## src/common/mmio_defs.svh

```systemverilog
`ifndef MMIO_DEFS_SVH
`define MMIO_DEFS_SVH

// --------------------------------------------------------------------------
// address map
// --------------------------------------------------------------------------
`define ADDR_CYCLE          32'h8000_0010
`define ADDR_INSTR          32'h8000_0014
`define ADDR_CNT_CLEAR      32'h8000_0018
`define ADDR_FIFO_EMPTY     32'h8000_0020
`define ADDR_FIFO_DATA      32'h8000_0024
`define ADDR_SWITCHES       32'h8000_0028
`define ADDR_LEDS           32'h8000_0030
`define ADDR_TONE_EN        32'h8000_0034
`define ADDR_TONE_PERIOD    32'h8000_0038

// hdmi line command
`define ADDR_X0             32'h8001_0000
`define ADDR_X1             32'h8001_0004
`define ADDR_Y0             32'h8001_0008
`define ADDR_Y1             32'h8001_000c
`define ADDR_COLOR          32'h8001_0010
`define ADDR_FIRE           32'h8001_0014

`define FB_REGION           4'h9        // matched on addr[31:28]

// --------------------------------------------------------------------------
// field widths and reset values
// --------------------------------------------------------------------------
`define LED_W               6
`define PMOD_W              8
`define TONE_W              24
`define FB_ADDR_W           20
`define COORD_W             10
`define BTN_W               4
`define SW_W                2

`define BTN_FIFO_DEPTH      32
`define TONE_PERIOD_RESET   24'h555

`endif

```

## src/common/mmio_pkg.sv

```systemverilog
package mmio_pkg;

    // store target, one per decoded write address
    typedef enum logic [3:0] {
        WR_NONE,
        WR_LEDS,
        WR_TONE_EN,
        WR_TONE_PERIOD,
        WR_FB,          // any store into region 9
        WR_X0,
        WR_X1,
        WR_Y0,
        WR_Y1,
        WR_COLOR,
        WR_FIRE,
        WR_CNT_CLEAR
    } mmio_wr_e;

    // load source, one per decoded read address
    typedef enum logic [2:0] {
        RD_NONE,
        RD_CYCLE,
        RD_INSTR,
        RD_FIFO_EMPTY,
        RD_FIFO_DATA,   // pops the button fifo
        RD_SWITCHES
    } mmio_rd_e;

endpackage

```

## src/rtl/mmio_decode.sv

```systemverilog
`include "mmio_defs.svh"

module mmio_decode (
    input  logic                st,
    input  logic                ld,
    input  logic [31:0]         addr,
    output mmio_pkg::mmio_wr_e  wr_sel,
    output mmio_pkg::mmio_rd_e  rd_sel
);

    import mmio_pkg::*;

    // store side
    always_comb begin
        wr_sel = WR_NONE;
        if (st) begin
            if (addr[31:28] == `FB_REGION) begin
                wr_sel = WR_FB;     // whole region is the framebuffer
            end else begin
                case (addr)
                    `ADDR_LEDS:        wr_sel = WR_LEDS;
                    `ADDR_TONE_EN:     wr_sel = WR_TONE_EN;
                    `ADDR_TONE_PERIOD: wr_sel = WR_TONE_PERIOD;
                    `ADDR_X0:          wr_sel = WR_X0;
                    `ADDR_X1:          wr_sel = WR_X1;
                    `ADDR_Y0:          wr_sel = WR_Y0;
                    `ADDR_Y1:          wr_sel = WR_Y1;
                    `ADDR_COLOR:       wr_sel = WR_COLOR;
                    `ADDR_FIRE:        wr_sel = WR_FIRE;
                    `ADDR_CNT_CLEAR:   wr_sel = WR_CNT_CLEAR;
                    default:           wr_sel = WR_NONE;    // unmapped store
                endcase
            end
        end
    end

    // load side
    always_comb begin
        rd_sel = RD_NONE;
        if (ld) begin
            case (addr)
                `ADDR_CYCLE:      rd_sel = RD_CYCLE;
                `ADDR_INSTR:      rd_sel = RD_INSTR;
                `ADDR_FIFO_EMPTY: rd_sel = RD_FIFO_EMPTY;
                `ADDR_FIFO_DATA:  rd_sel = RD_FIFO_DATA;
                `ADDR_SWITCHES:   rd_sel = RD_SWITCHES;
                default:          rd_sel = RD_NONE;     // reads back zero
            endcase
        end
    end

endmodule

```

## src/rtl/perf_counters.sv

```systemverilog
module perf_counters (
    input  logic                clk,
    input  logic                rst,
    input  logic                retire,
    input  mmio_pkg::mmio_wr_e  wr_sel,
    output logic [31:0]         cycle_count,
    output logic [31:0]         instr_count
);

    import mmio_pkg::*;

    logic clear;

    assign clear = (wr_sel == WR_CNT_CLEAR);

    // clear wins over both increments
    always_ff @(posedge clk) begin
        if (rst || clear) begin
            cycle_count <= '0;
            instr_count <= '0;
        end else begin
            cycle_count <= cycle_count + 32'd1;
            if (retire) begin
                instr_count <= instr_count + 32'd1;
            end
        end
    end

endmodule

```

## src/gpio/button_fifo.sv

```systemverilog
`include "mmio_defs.svh"

module button_fifo (
    input  logic                clk,
    input  logic                rst,
    input  logic [`BTN_W-1:0]   buttons,
    input  mmio_pkg::mmio_rd_e  rd_sel,
    output logic                fifo_empty,
    output logic [`BTN_W-1:0]   fifo_head
);

    import mmio_pkg::*;

    localparam int PTR_W = $clog2(`BTN_FIFO_DEPTH);
    localparam int CNT_W = $clog2(`BTN_FIFO_DEPTH + 1);

    logic [`BTN_W-1:0] mem [`BTN_FIFO_DEPTH];
    logic [PTR_W-1:0]  wr_ptr;
    logic [PTR_W-1:0]  rd_ptr;
    logic [CNT_W-1:0]  count;
    logic              full;
    logic              push;
    logic              pop;

    assign fifo_empty = (count == '0);
    assign full       = (count == CNT_W'(`BTN_FIFO_DEPTH));
    assign push       = (|buttons) && !full;        // idle level is all zero
    assign pop        = (rd_sel == RD_FIFO_DATA) && !fifo_empty;
    assign fifo_head  = fifo_empty ? '0 : mem[rd_ptr];

    // storage
    always_ff @(posedge clk) begin
        if (push) begin
            mem[wr_ptr] <= buttons;
        end
    end

    // pointers and occupancy
    always_ff @(posedge clk) begin
        if (rst) begin
            wr_ptr <= '0;
            rd_ptr <= '0;
            count  <= '0;
        end else begin
            if (push) begin
                wr_ptr <= (wr_ptr == PTR_W'(`BTN_FIFO_DEPTH - 1)) ? '0 : wr_ptr + 1'b1;
            end
            if (pop) begin
                rd_ptr <= (rd_ptr == PTR_W'(`BTN_FIFO_DEPTH - 1)) ? '0 : rd_ptr + 1'b1;
            end
            case ({push, pop})
                2'b10:   count <= count + 1'b1;
                2'b01:   count <= count - 1'b1;
                default: count <= count;    // both or neither
            endcase
        end
    end

endmodule

```

## src/rtl/mmio_regs.sv

```systemverilog
`include "mmio_defs.svh"

module mmio_regs (
    input  logic                    clk,
    input  logic                    rst,
    input  mmio_pkg::mmio_wr_e      wr_sel,
    input  logic [31:0]             addr,
    input  logic [31:0]             wdata,
    input  logic                    hdmi_ready,
    output logic [`LED_W-1:0]       leds,
    output logic [`PMOD_W-1:0]      pmod_leds,
    output logic                    tone_enable,
    output logic [`TONE_W-1:0]      tone_period,
    output logic                    fb_we,
    output logic [`FB_ADDR_W-1:0]   fb_addr,
    output logic                    fb_data,
    output logic [`COORD_W-1:0]     x0,
    output logic [`COORD_W-1:0]     x1,
    output logic [`COORD_W-1:0]     y0,
    output logic [`COORD_W-1:0]     y1,
    output logic                    color,
    output logic                    hdmi_valid
);

    import mmio_pkg::*;

    // ------------------------------------------------------------------------
    // board leds and tone generator
    // ------------------------------------------------------------------------
    always_ff @(posedge clk) begin
        if (rst) begin
            leds        <= '0;
            pmod_leds   <= '0;
            tone_enable <= 1'b0;
            tone_period <= `TONE_PERIOD_RESET;
        end else begin
            case (wr_sel)
                WR_LEDS: begin
                    leds      <= wdata[`LED_W-1:0];
                    pmod_leds <= wdata[8 +: `PMOD_W];   // second byte
                end
                WR_TONE_EN:     tone_enable <= wdata[0];
                WR_TONE_PERIOD: tone_period <= wdata[`TONE_W-1:0];
                default: ;
            endcase
        end
    end

    // ------------------------------------------------------------------------
    // framebuffer write pulse
    // ------------------------------------------------------------------------
    always_ff @(posedge clk) begin
        if (rst || wr_sel != WR_FB) begin
            fb_we   <= 1'b0;
            fb_addr <= '0;      // idle bus reads as zero
            fb_data <= 1'b0;
        end else begin
            fb_we   <= 1'b1;
            fb_addr <= addr[`FB_ADDR_W-1:0];
            fb_data <= wdata[0];
        end
    end

    // ------------------------------------------------------------------------
    // hdmi line command
    // ------------------------------------------------------------------------
    always_ff @(posedge clk) begin
        if (rst) begin
            x0         <= '0;
            x1         <= '0;
            y0         <= '0;
            y1         <= '0;
            color      <= 1'b0;
            hdmi_valid <= 1'b0;
        end else begin
            hdmi_valid <= (wr_sel == WR_FIRE) && hdmi_ready;  // fire dropped if not ready
            case (wr_sel)
                WR_X0:    x0    <= wdata[`COORD_W-1:0];
                WR_X1:    x1    <= wdata[`COORD_W-1:0];
                WR_Y0:    y0    <= wdata[`COORD_W-1:0];
                WR_Y1:    y1    <= wdata[`COORD_W-1:0];
                WR_COLOR: color <= wdata[0];
                default: ;
            endcase
        end
    end

endmodule

```

## src/rtl/mmio_read_mux.sv

```systemverilog
`include "mmio_defs.svh"

module mmio_read_mux (
    input  logic                clk,
    input  logic                rst,
    input  mmio_pkg::mmio_rd_e  rd_sel,
    input  logic [31:0]         cycle_count,
    input  logic [31:0]         instr_count,
    input  logic                fifo_empty,
    input  logic [`BTN_W-1:0]   fifo_head,
    input  logic [`SW_W-1:0]    switches,
    output logic [31:0]         rdata
);

    import mmio_pkg::*;

    // writeback stage register, one cycle after the load edge
    always_ff @(posedge clk) begin
        if (rst) begin
            rdata <= '0;
        end else begin
            case (rd_sel)
                RD_CYCLE:      rdata <= cycle_count;
                RD_INSTR:      rdata <= instr_count;
                RD_FIFO_EMPTY: rdata <= {31'b0, fifo_empty};
                RD_FIFO_DATA:  rdata <= {{(32 - `BTN_W){1'b0}}, fifo_head};  // zero when empty
                RD_SWITCHES:   rdata <= {{(32 - `SW_W){1'b0}}, switches};
                default:       rdata <= '0;
            endcase
        end
    end

endmodule

```

## src/rtl/mmio_top.sv

```systemverilog
`include "mmio_defs.svh"

module mmio_top (
    input  logic                    clk,
    input  logic                    rst,
    input  logic                    st,
    input  logic                    ld,
    input  logic [31:0]             addr,
    input  logic [31:0]             wdata,
    input  logic                    retire,
    input  logic [`BTN_W-1:0]       buttons,
    input  logic [`SW_W-1:0]        switches,
    input  logic                    hdmi_ready,
    output logic [`LED_W-1:0]       leds,
    output logic [`PMOD_W-1:0]      pmod_leds,
    output logic                    tone_enable,
    output logic [`TONE_W-1:0]      tone_period,
    output logic                    fb_we,
    output logic [`FB_ADDR_W-1:0]   fb_addr,
    output logic                    fb_data,
    output logic [`COORD_W-1:0]     x0,
    output logic [`COORD_W-1:0]     x1,
    output logic [`COORD_W-1:0]     y0,
    output logic [`COORD_W-1:0]     y1,
    output logic                    color,
    output logic                    hdmi_valid,
    output logic [31:0]             rdata
);

    import mmio_pkg::*;

    mmio_wr_e           wr_sel;
    mmio_rd_e           rd_sel;
    logic [31:0]        cycle_count;
    logic [31:0]        instr_count;
    logic               fifo_empty;
    logic [`BTN_W-1:0]  fifo_head;

    mmio_decode u_decode (
        .st     (st),
        .ld     (ld),
        .addr   (addr),
        .wr_sel (wr_sel),
        .rd_sel (rd_sel)
    );

    perf_counters u_counters (
        .clk         (clk),
        .rst         (rst),
        .retire      (retire),
        .wr_sel      (wr_sel),
        .cycle_count (cycle_count),
        .instr_count (instr_count)
    );

    button_fifo u_btn_fifo (
        .clk        (clk),
        .rst        (rst),
        .buttons    (buttons),
        .rd_sel     (rd_sel),
        .fifo_empty (fifo_empty),
        .fifo_head  (fifo_head)
    );

    mmio_regs u_regs (
        .clk         (clk),
        .rst         (rst),
        .wr_sel      (wr_sel),
        .addr        (addr),
        .wdata       (wdata),
        .hdmi_ready  (hdmi_ready),
        .leds        (leds),
        .pmod_leds   (pmod_leds),
        .tone_enable (tone_enable),
        .tone_period (tone_period),
        .fb_we       (fb_we),
        .fb_addr     (fb_addr),
        .fb_data     (fb_data),
        .x0          (x0),
        .x1          (x1),
        .y0          (y0),
        .y1          (y1),
        .color       (color),
        .hdmi_valid  (hdmi_valid)
    );

    mmio_read_mux u_read_mux (
        .clk         (clk),
        .rst         (rst),
        .rd_sel      (rd_sel),
        .cycle_count (cycle_count),
        .instr_count (instr_count),
        .fifo_empty  (fifo_empty),
        .fifo_head   (fifo_head),
        .switches    (switches),
        .rdata       (rdata)
    );

endmodule

```

## config.mk

```make
export PLATFORM = sky130hd
export DESIGN_NAME = mmio_top
export DESIGN_NICKNAME = d
export VERILOG_FILES = /design/src/common/mmio_pkg.sv /design/src/rtl/mmio_decode.sv /design/src/rtl/perf_counters.sv /design/src/gpio/button_fifo.sv /design/src/rtl/mmio_regs.sv /design/src/rtl/mmio_read_mux.sv /design/src/rtl/mmio_top.sv
export VERILOG_INCLUDE_DIRS = /design/src /design/src/common
export SDC_FILE = /design/constraint.sdc
export NUM_CORES = 1
export LEC_CHECK = 0
export BUFFER_PORTS_ARGS = -buffer_cell sky130_fd_sc_hd__buf_2
export CORE_AREA = 4 4 197 180
export CTS_CLUSTER_DIAMETER = 30
export CTS_CLUSTER_SIZE = 16
export DETAILED_ROUTE_END_ITERATION = 8
export DIE_AREA = 0 0 201 184
export HOLD_SLACK_MARGIN = 0.06
export MAX_ROUTING_LAYER = met4
export SETUP_SLACK_MARGIN = 0.5
export SLEW_MARGIN = 20
export SYNTH_ARGS = -nofsm -noshare
export SYNTH_HDL_FRONTEND = slang
export SYNTH_HIERARCHICAL = 1
export SYNTH_SLANG_ARGS = --single-unit
```

## constraint.sdc

```tcl
create_clock -name clk -period 6.2 [get_ports clk]
set_input_delay 1.24 -clock clk [delete_from_list [all_inputs] [get_ports clk]]
set_output_delay 1.24 -clock clk [all_outputs]
set_load 0.005 [all_outputs]
```

==> key figures <==
Critical path
  – WP data required: 6.64 ns
  – Critical path arrival: 5.54 ns
  – CP max FO: 10
  – Critical path class: in2reg
  – Critical path launch point type: input pin
  – CP Capture Type: register

Outcome
  – Outcome: finished, final reports clean

Finish
  – Layout cells sized above 1: 27.73%
  – Final nets: 1554
  – Syn-to-layout area delta: 26.08%
  – Post-route core utilization: 55.99%
  – Seq. cell area: 0.008250 mm^2
  – Filler Cell Count: 2824
  – Layout Cell Area excl Fill: 0.01878 mm^2
  – Footprint of the multi-input gates: 0.006221 mm^2

Synth
  – Flop and latch count out of synthesis: 348
  – Post-synth top area cell: dfxtp_1
  – Adder-cell share of the synthesized area: 0.9237%
  – Largest cells by area after synthesis: dfxtp_1, edfxtp_1, mux2i_1
  – Sequential area share after synthesis: 55.36%
  – Compound-cell area share of the yosys netlist: 6.449%
  – Yosys warning count: 6
  – EDFF count, synth: 128
  – Post-Syn Instances: 1251
  – Commonest cells in the netlist: dfxtp_1, edfxtp_1, nor2_1
  – Yosys cell types: 70
  – Largest family of logic cells by synthesized area: simple AND/OR/NAND/NOR gates
  – XOR/XNOR share of the synthesized area: 1.646%
  – Most common cell in the netlist: dfxtp_1
  – Top_reg_cell synth: dfxtp_1
  – Top cell type's share of synthesized area: 29.56%
  – Fraction of registers with async set/reset: 0%
  – Syn Nets: 1338
  – Syn Area/Cell: 11.91 um^2
  – Proportion of synthesized area in mux cells: 12.76%
  – Area of the mapped netlist: 0.01490 mm^2
  – Post-synthesis simple-gate area fraction: 19.60%

Die
  – Die Span Y: 184 um
  – Core ar.: 0.03355 mm^2
  – Initial Util: 44.41%
  – Die area: 0.03698 mm^2
  – Site row count: 64
  – Die Wd: 201 um
  – # IOs: 211

STA
  – Setup tns final: 0 ns
  – Period utilization: 82.22%
  – Fmax achieved: 196.2 MHz
  – Relative slew slack: 31.64%
  – RSZ-0062 raised after global routing: no
  – Finish-stage setup viols: 0
  – Least-Margin Pin Slew: 1.025 ns
  – Hold Vio Cnt, Final: 0
  – Final Max Slew Viols: 0
  – Clock Skew: 0.01599 ns
  – PnR worst setup slack: 1.102 ns
  – Fin crit period: 5.098 ns

Power
  – Sw Ratio: 21.55%
  – Internal: 5115 uW
  – Overall Power: 6520 uW
  – Clock power frac: 60.5%
  – Maximum vdd drop: 180.7 uV
  – Combinational power share: 2.6%
  – Switching pwr: 1405 uW
  – Reg power frac: 36.9%
  – Lkg Pwr: 0.007169 uW
  – Power per cell area: 347.1 mW/mm^2

Route
  – Number of remaining DRC errors: 0
  – First-pass DRT Iterations: 5
  – Top sig layer: met4
  – WL final: 36220 um
  – WL met3: 1616 um
  – Vias per Instance: 5.407
  – Met2 routed wirelength: 16880 um
  – Iteration-0 DRC Markers: 720
  – Drt wl/cell: 18.49 um
  – Vias: 10590
  – ANT nets after route: 0
  – M1 wire length: 16710 um

Global route
  – First-pass GRT wire length: 57110 um
  – Antenna violations before repair: 1
  – Gr ovfl total: 0
  – Vias in the first global route: 10300
  – Largest net degree at the start of global routing: 109
  – GRT Util Overall: 19.63%

CTS
  – Worst-Skew Late Latency: 0.56 ns
  – Inserted Clock Buffers: 78
  – # Post-CTS Setup Buffers: 0
  – H-tree Lvls: 3
  – Clock Pin Slew Worst Setup and Hold Paths: 0.04 ns
  – CTS tree: yes
  – CTS root buf: clkbuf_16
  – CTS Hold Bufs: 0
  – # clock sinks: 348
  – Post_cts resized: 0
  – CTS Buffer Depth: 3

Place
  – DP HPWL: 23610 um
  – Placer congestion estimate: 0.8020
  – Worst slack, placed: 0.5273 ns
  – I/O Buffers: 202
  – Placed inst area: 0.01619 mm^2

Hold path
  – HP Class: reg2reg

Job
  – MaxCap Viol Count: 0
path summary, 6_finish.rpt:
check                           slack, ns                             endpoint                                 from  depth (start not counted)
worst min-delay path                 0.47  u_regs/tone_period[14]$_SDFFE_PP0N_  u_regs/tone_period[14]$_SDFFE_PP0N_                          2
worst max register to register       2.42     u_btn_fifo/count[4]$_SDFFE_PP0P_     u_btn_fifo/count[2]$_SDFFE_PP0P_                         12
worst min register to register       0.47  u_regs/tone_period[14]$_SDFFE_PP0N_  u_regs/tone_period[14]$_SDFFE_PP0N_                          2
worst max-delay path                 1.10     u_btn_fifo/count[4]$_SDFFE_PP0P_                             addr[13]                         16
metal layers:
layer | track usage, % | vias to the layer above
li1 | - | 5118
met1 | 26.49 | 5121
met5 | - | -
met4 | 7.267 | 0
met3 | 3.687 | 75
met2 | 29.80 | 278
metrics by stage:
step / cells / hold slack [ns]
4_1_cts: 1958 / 0.4680
2_1_floorplan: 1251 / 0.4249
6_report: 1959 / 0.4677
3_5_place_dp: 1816 / 0.4464
3_3_place_gp: 1815 / 0.4466
5_1_grt: 1959 / 0.4873
logic make-up after synthesis:
kind of cell | count (synthesis)
compound gates | 147
xor+xnor | 28
fa+ha+maj | 11
buf+inv | 92
flops | 348
mux | 135
simple gates | 490
power by group through the flow:
| stage | logic, uW | clock network, uW | registers, uW |
|---|---|---|---|
| 6_report | 171 | 3940 | 2410 |
| 5_1_grt | 190 | 4150 | 2410 |
| 3_3_place_gp | 169 | 0 | 2450 |
| 4_1_cts | 174 | 4020 | 2410 |
| 3_5_place_dp | 173 | 0 | 2450 |
| 2_1_floorplan | 101 | 0 | 2440 |
final cells by class:
type	count	area share, %
well taps	429	2.858
clock inverters	54	2.738
multi-input cells	811	33.12
diodes	1	0.01332
inverters	7	0.1399
repair buffers	221	6.175
clock buffers	88	11.04
flip-flops and latches	348	43.92
flip-flops by register name, indices dropped and copies added (netlist names), 5 cells and up, named ones only:
name and flops:
u_regs/x1 10, u_regs/pmod_leds 8, u_regs/leds 6, u_btn_fifo/wr_ptr 5, u_read_mux/rdata 32, u_regs/x0 10, u_regs/y1 10, u_counters/instr_count 32
u_btn_fifo/rd_ptr 5, u_btn_fifo/count 6, u_regs/y0 10, u_regs/tone_period 24, u_counters/cycle_count 32, u_regs/fb_addr 20, u_btn_fifo/mem 128
layout by cell type (no fill, tap or decap), types with 17 or more instances in the layout:
master | netlist | layout
nand2b_1 | 103 | 103
clkbuf_16 | 0 | 81
mux4_2 | 28 | 28
or4_1 | 24 | 24
xor2_1 | 18 | 18
nand4_1 | 21 | 21
nor2_1 | 118 | 118
dfxtp_1 | 220 | 218
nor3b_2 | 22 | 20
a21oi_1 | 50 | 50
buf_2 | 25 | 201
edfxtp_1 | 128 | 128
buf_4 | 6 | 19
a22oi_1 | 28 | 28
or3_1 | 26 | 26
nand3_1 | 26 | 26
mux2i_1 | 92 | 92
nand2_1 | 53 | 53
o31ai_1 | 18 | 17
worst max-delay path, stage by stage:
cell and delay (ns):
buf_2 0.10, or4_4 0.57, nor4_4 0.36, nand4b_1 0.26, nor3_2 0.26, nor3b_2 0.40
nand2b_1 0.27, inv_1 0.16, ha_1 0.41, xor2_1 0.15, ha_1 0.24, a31oi_1 0.27
nand2b_1 0.15, a21oi_1 0.07, a221oi_1 0.27, mux2_2 0.37
Power figures use the tool's default switching activity.
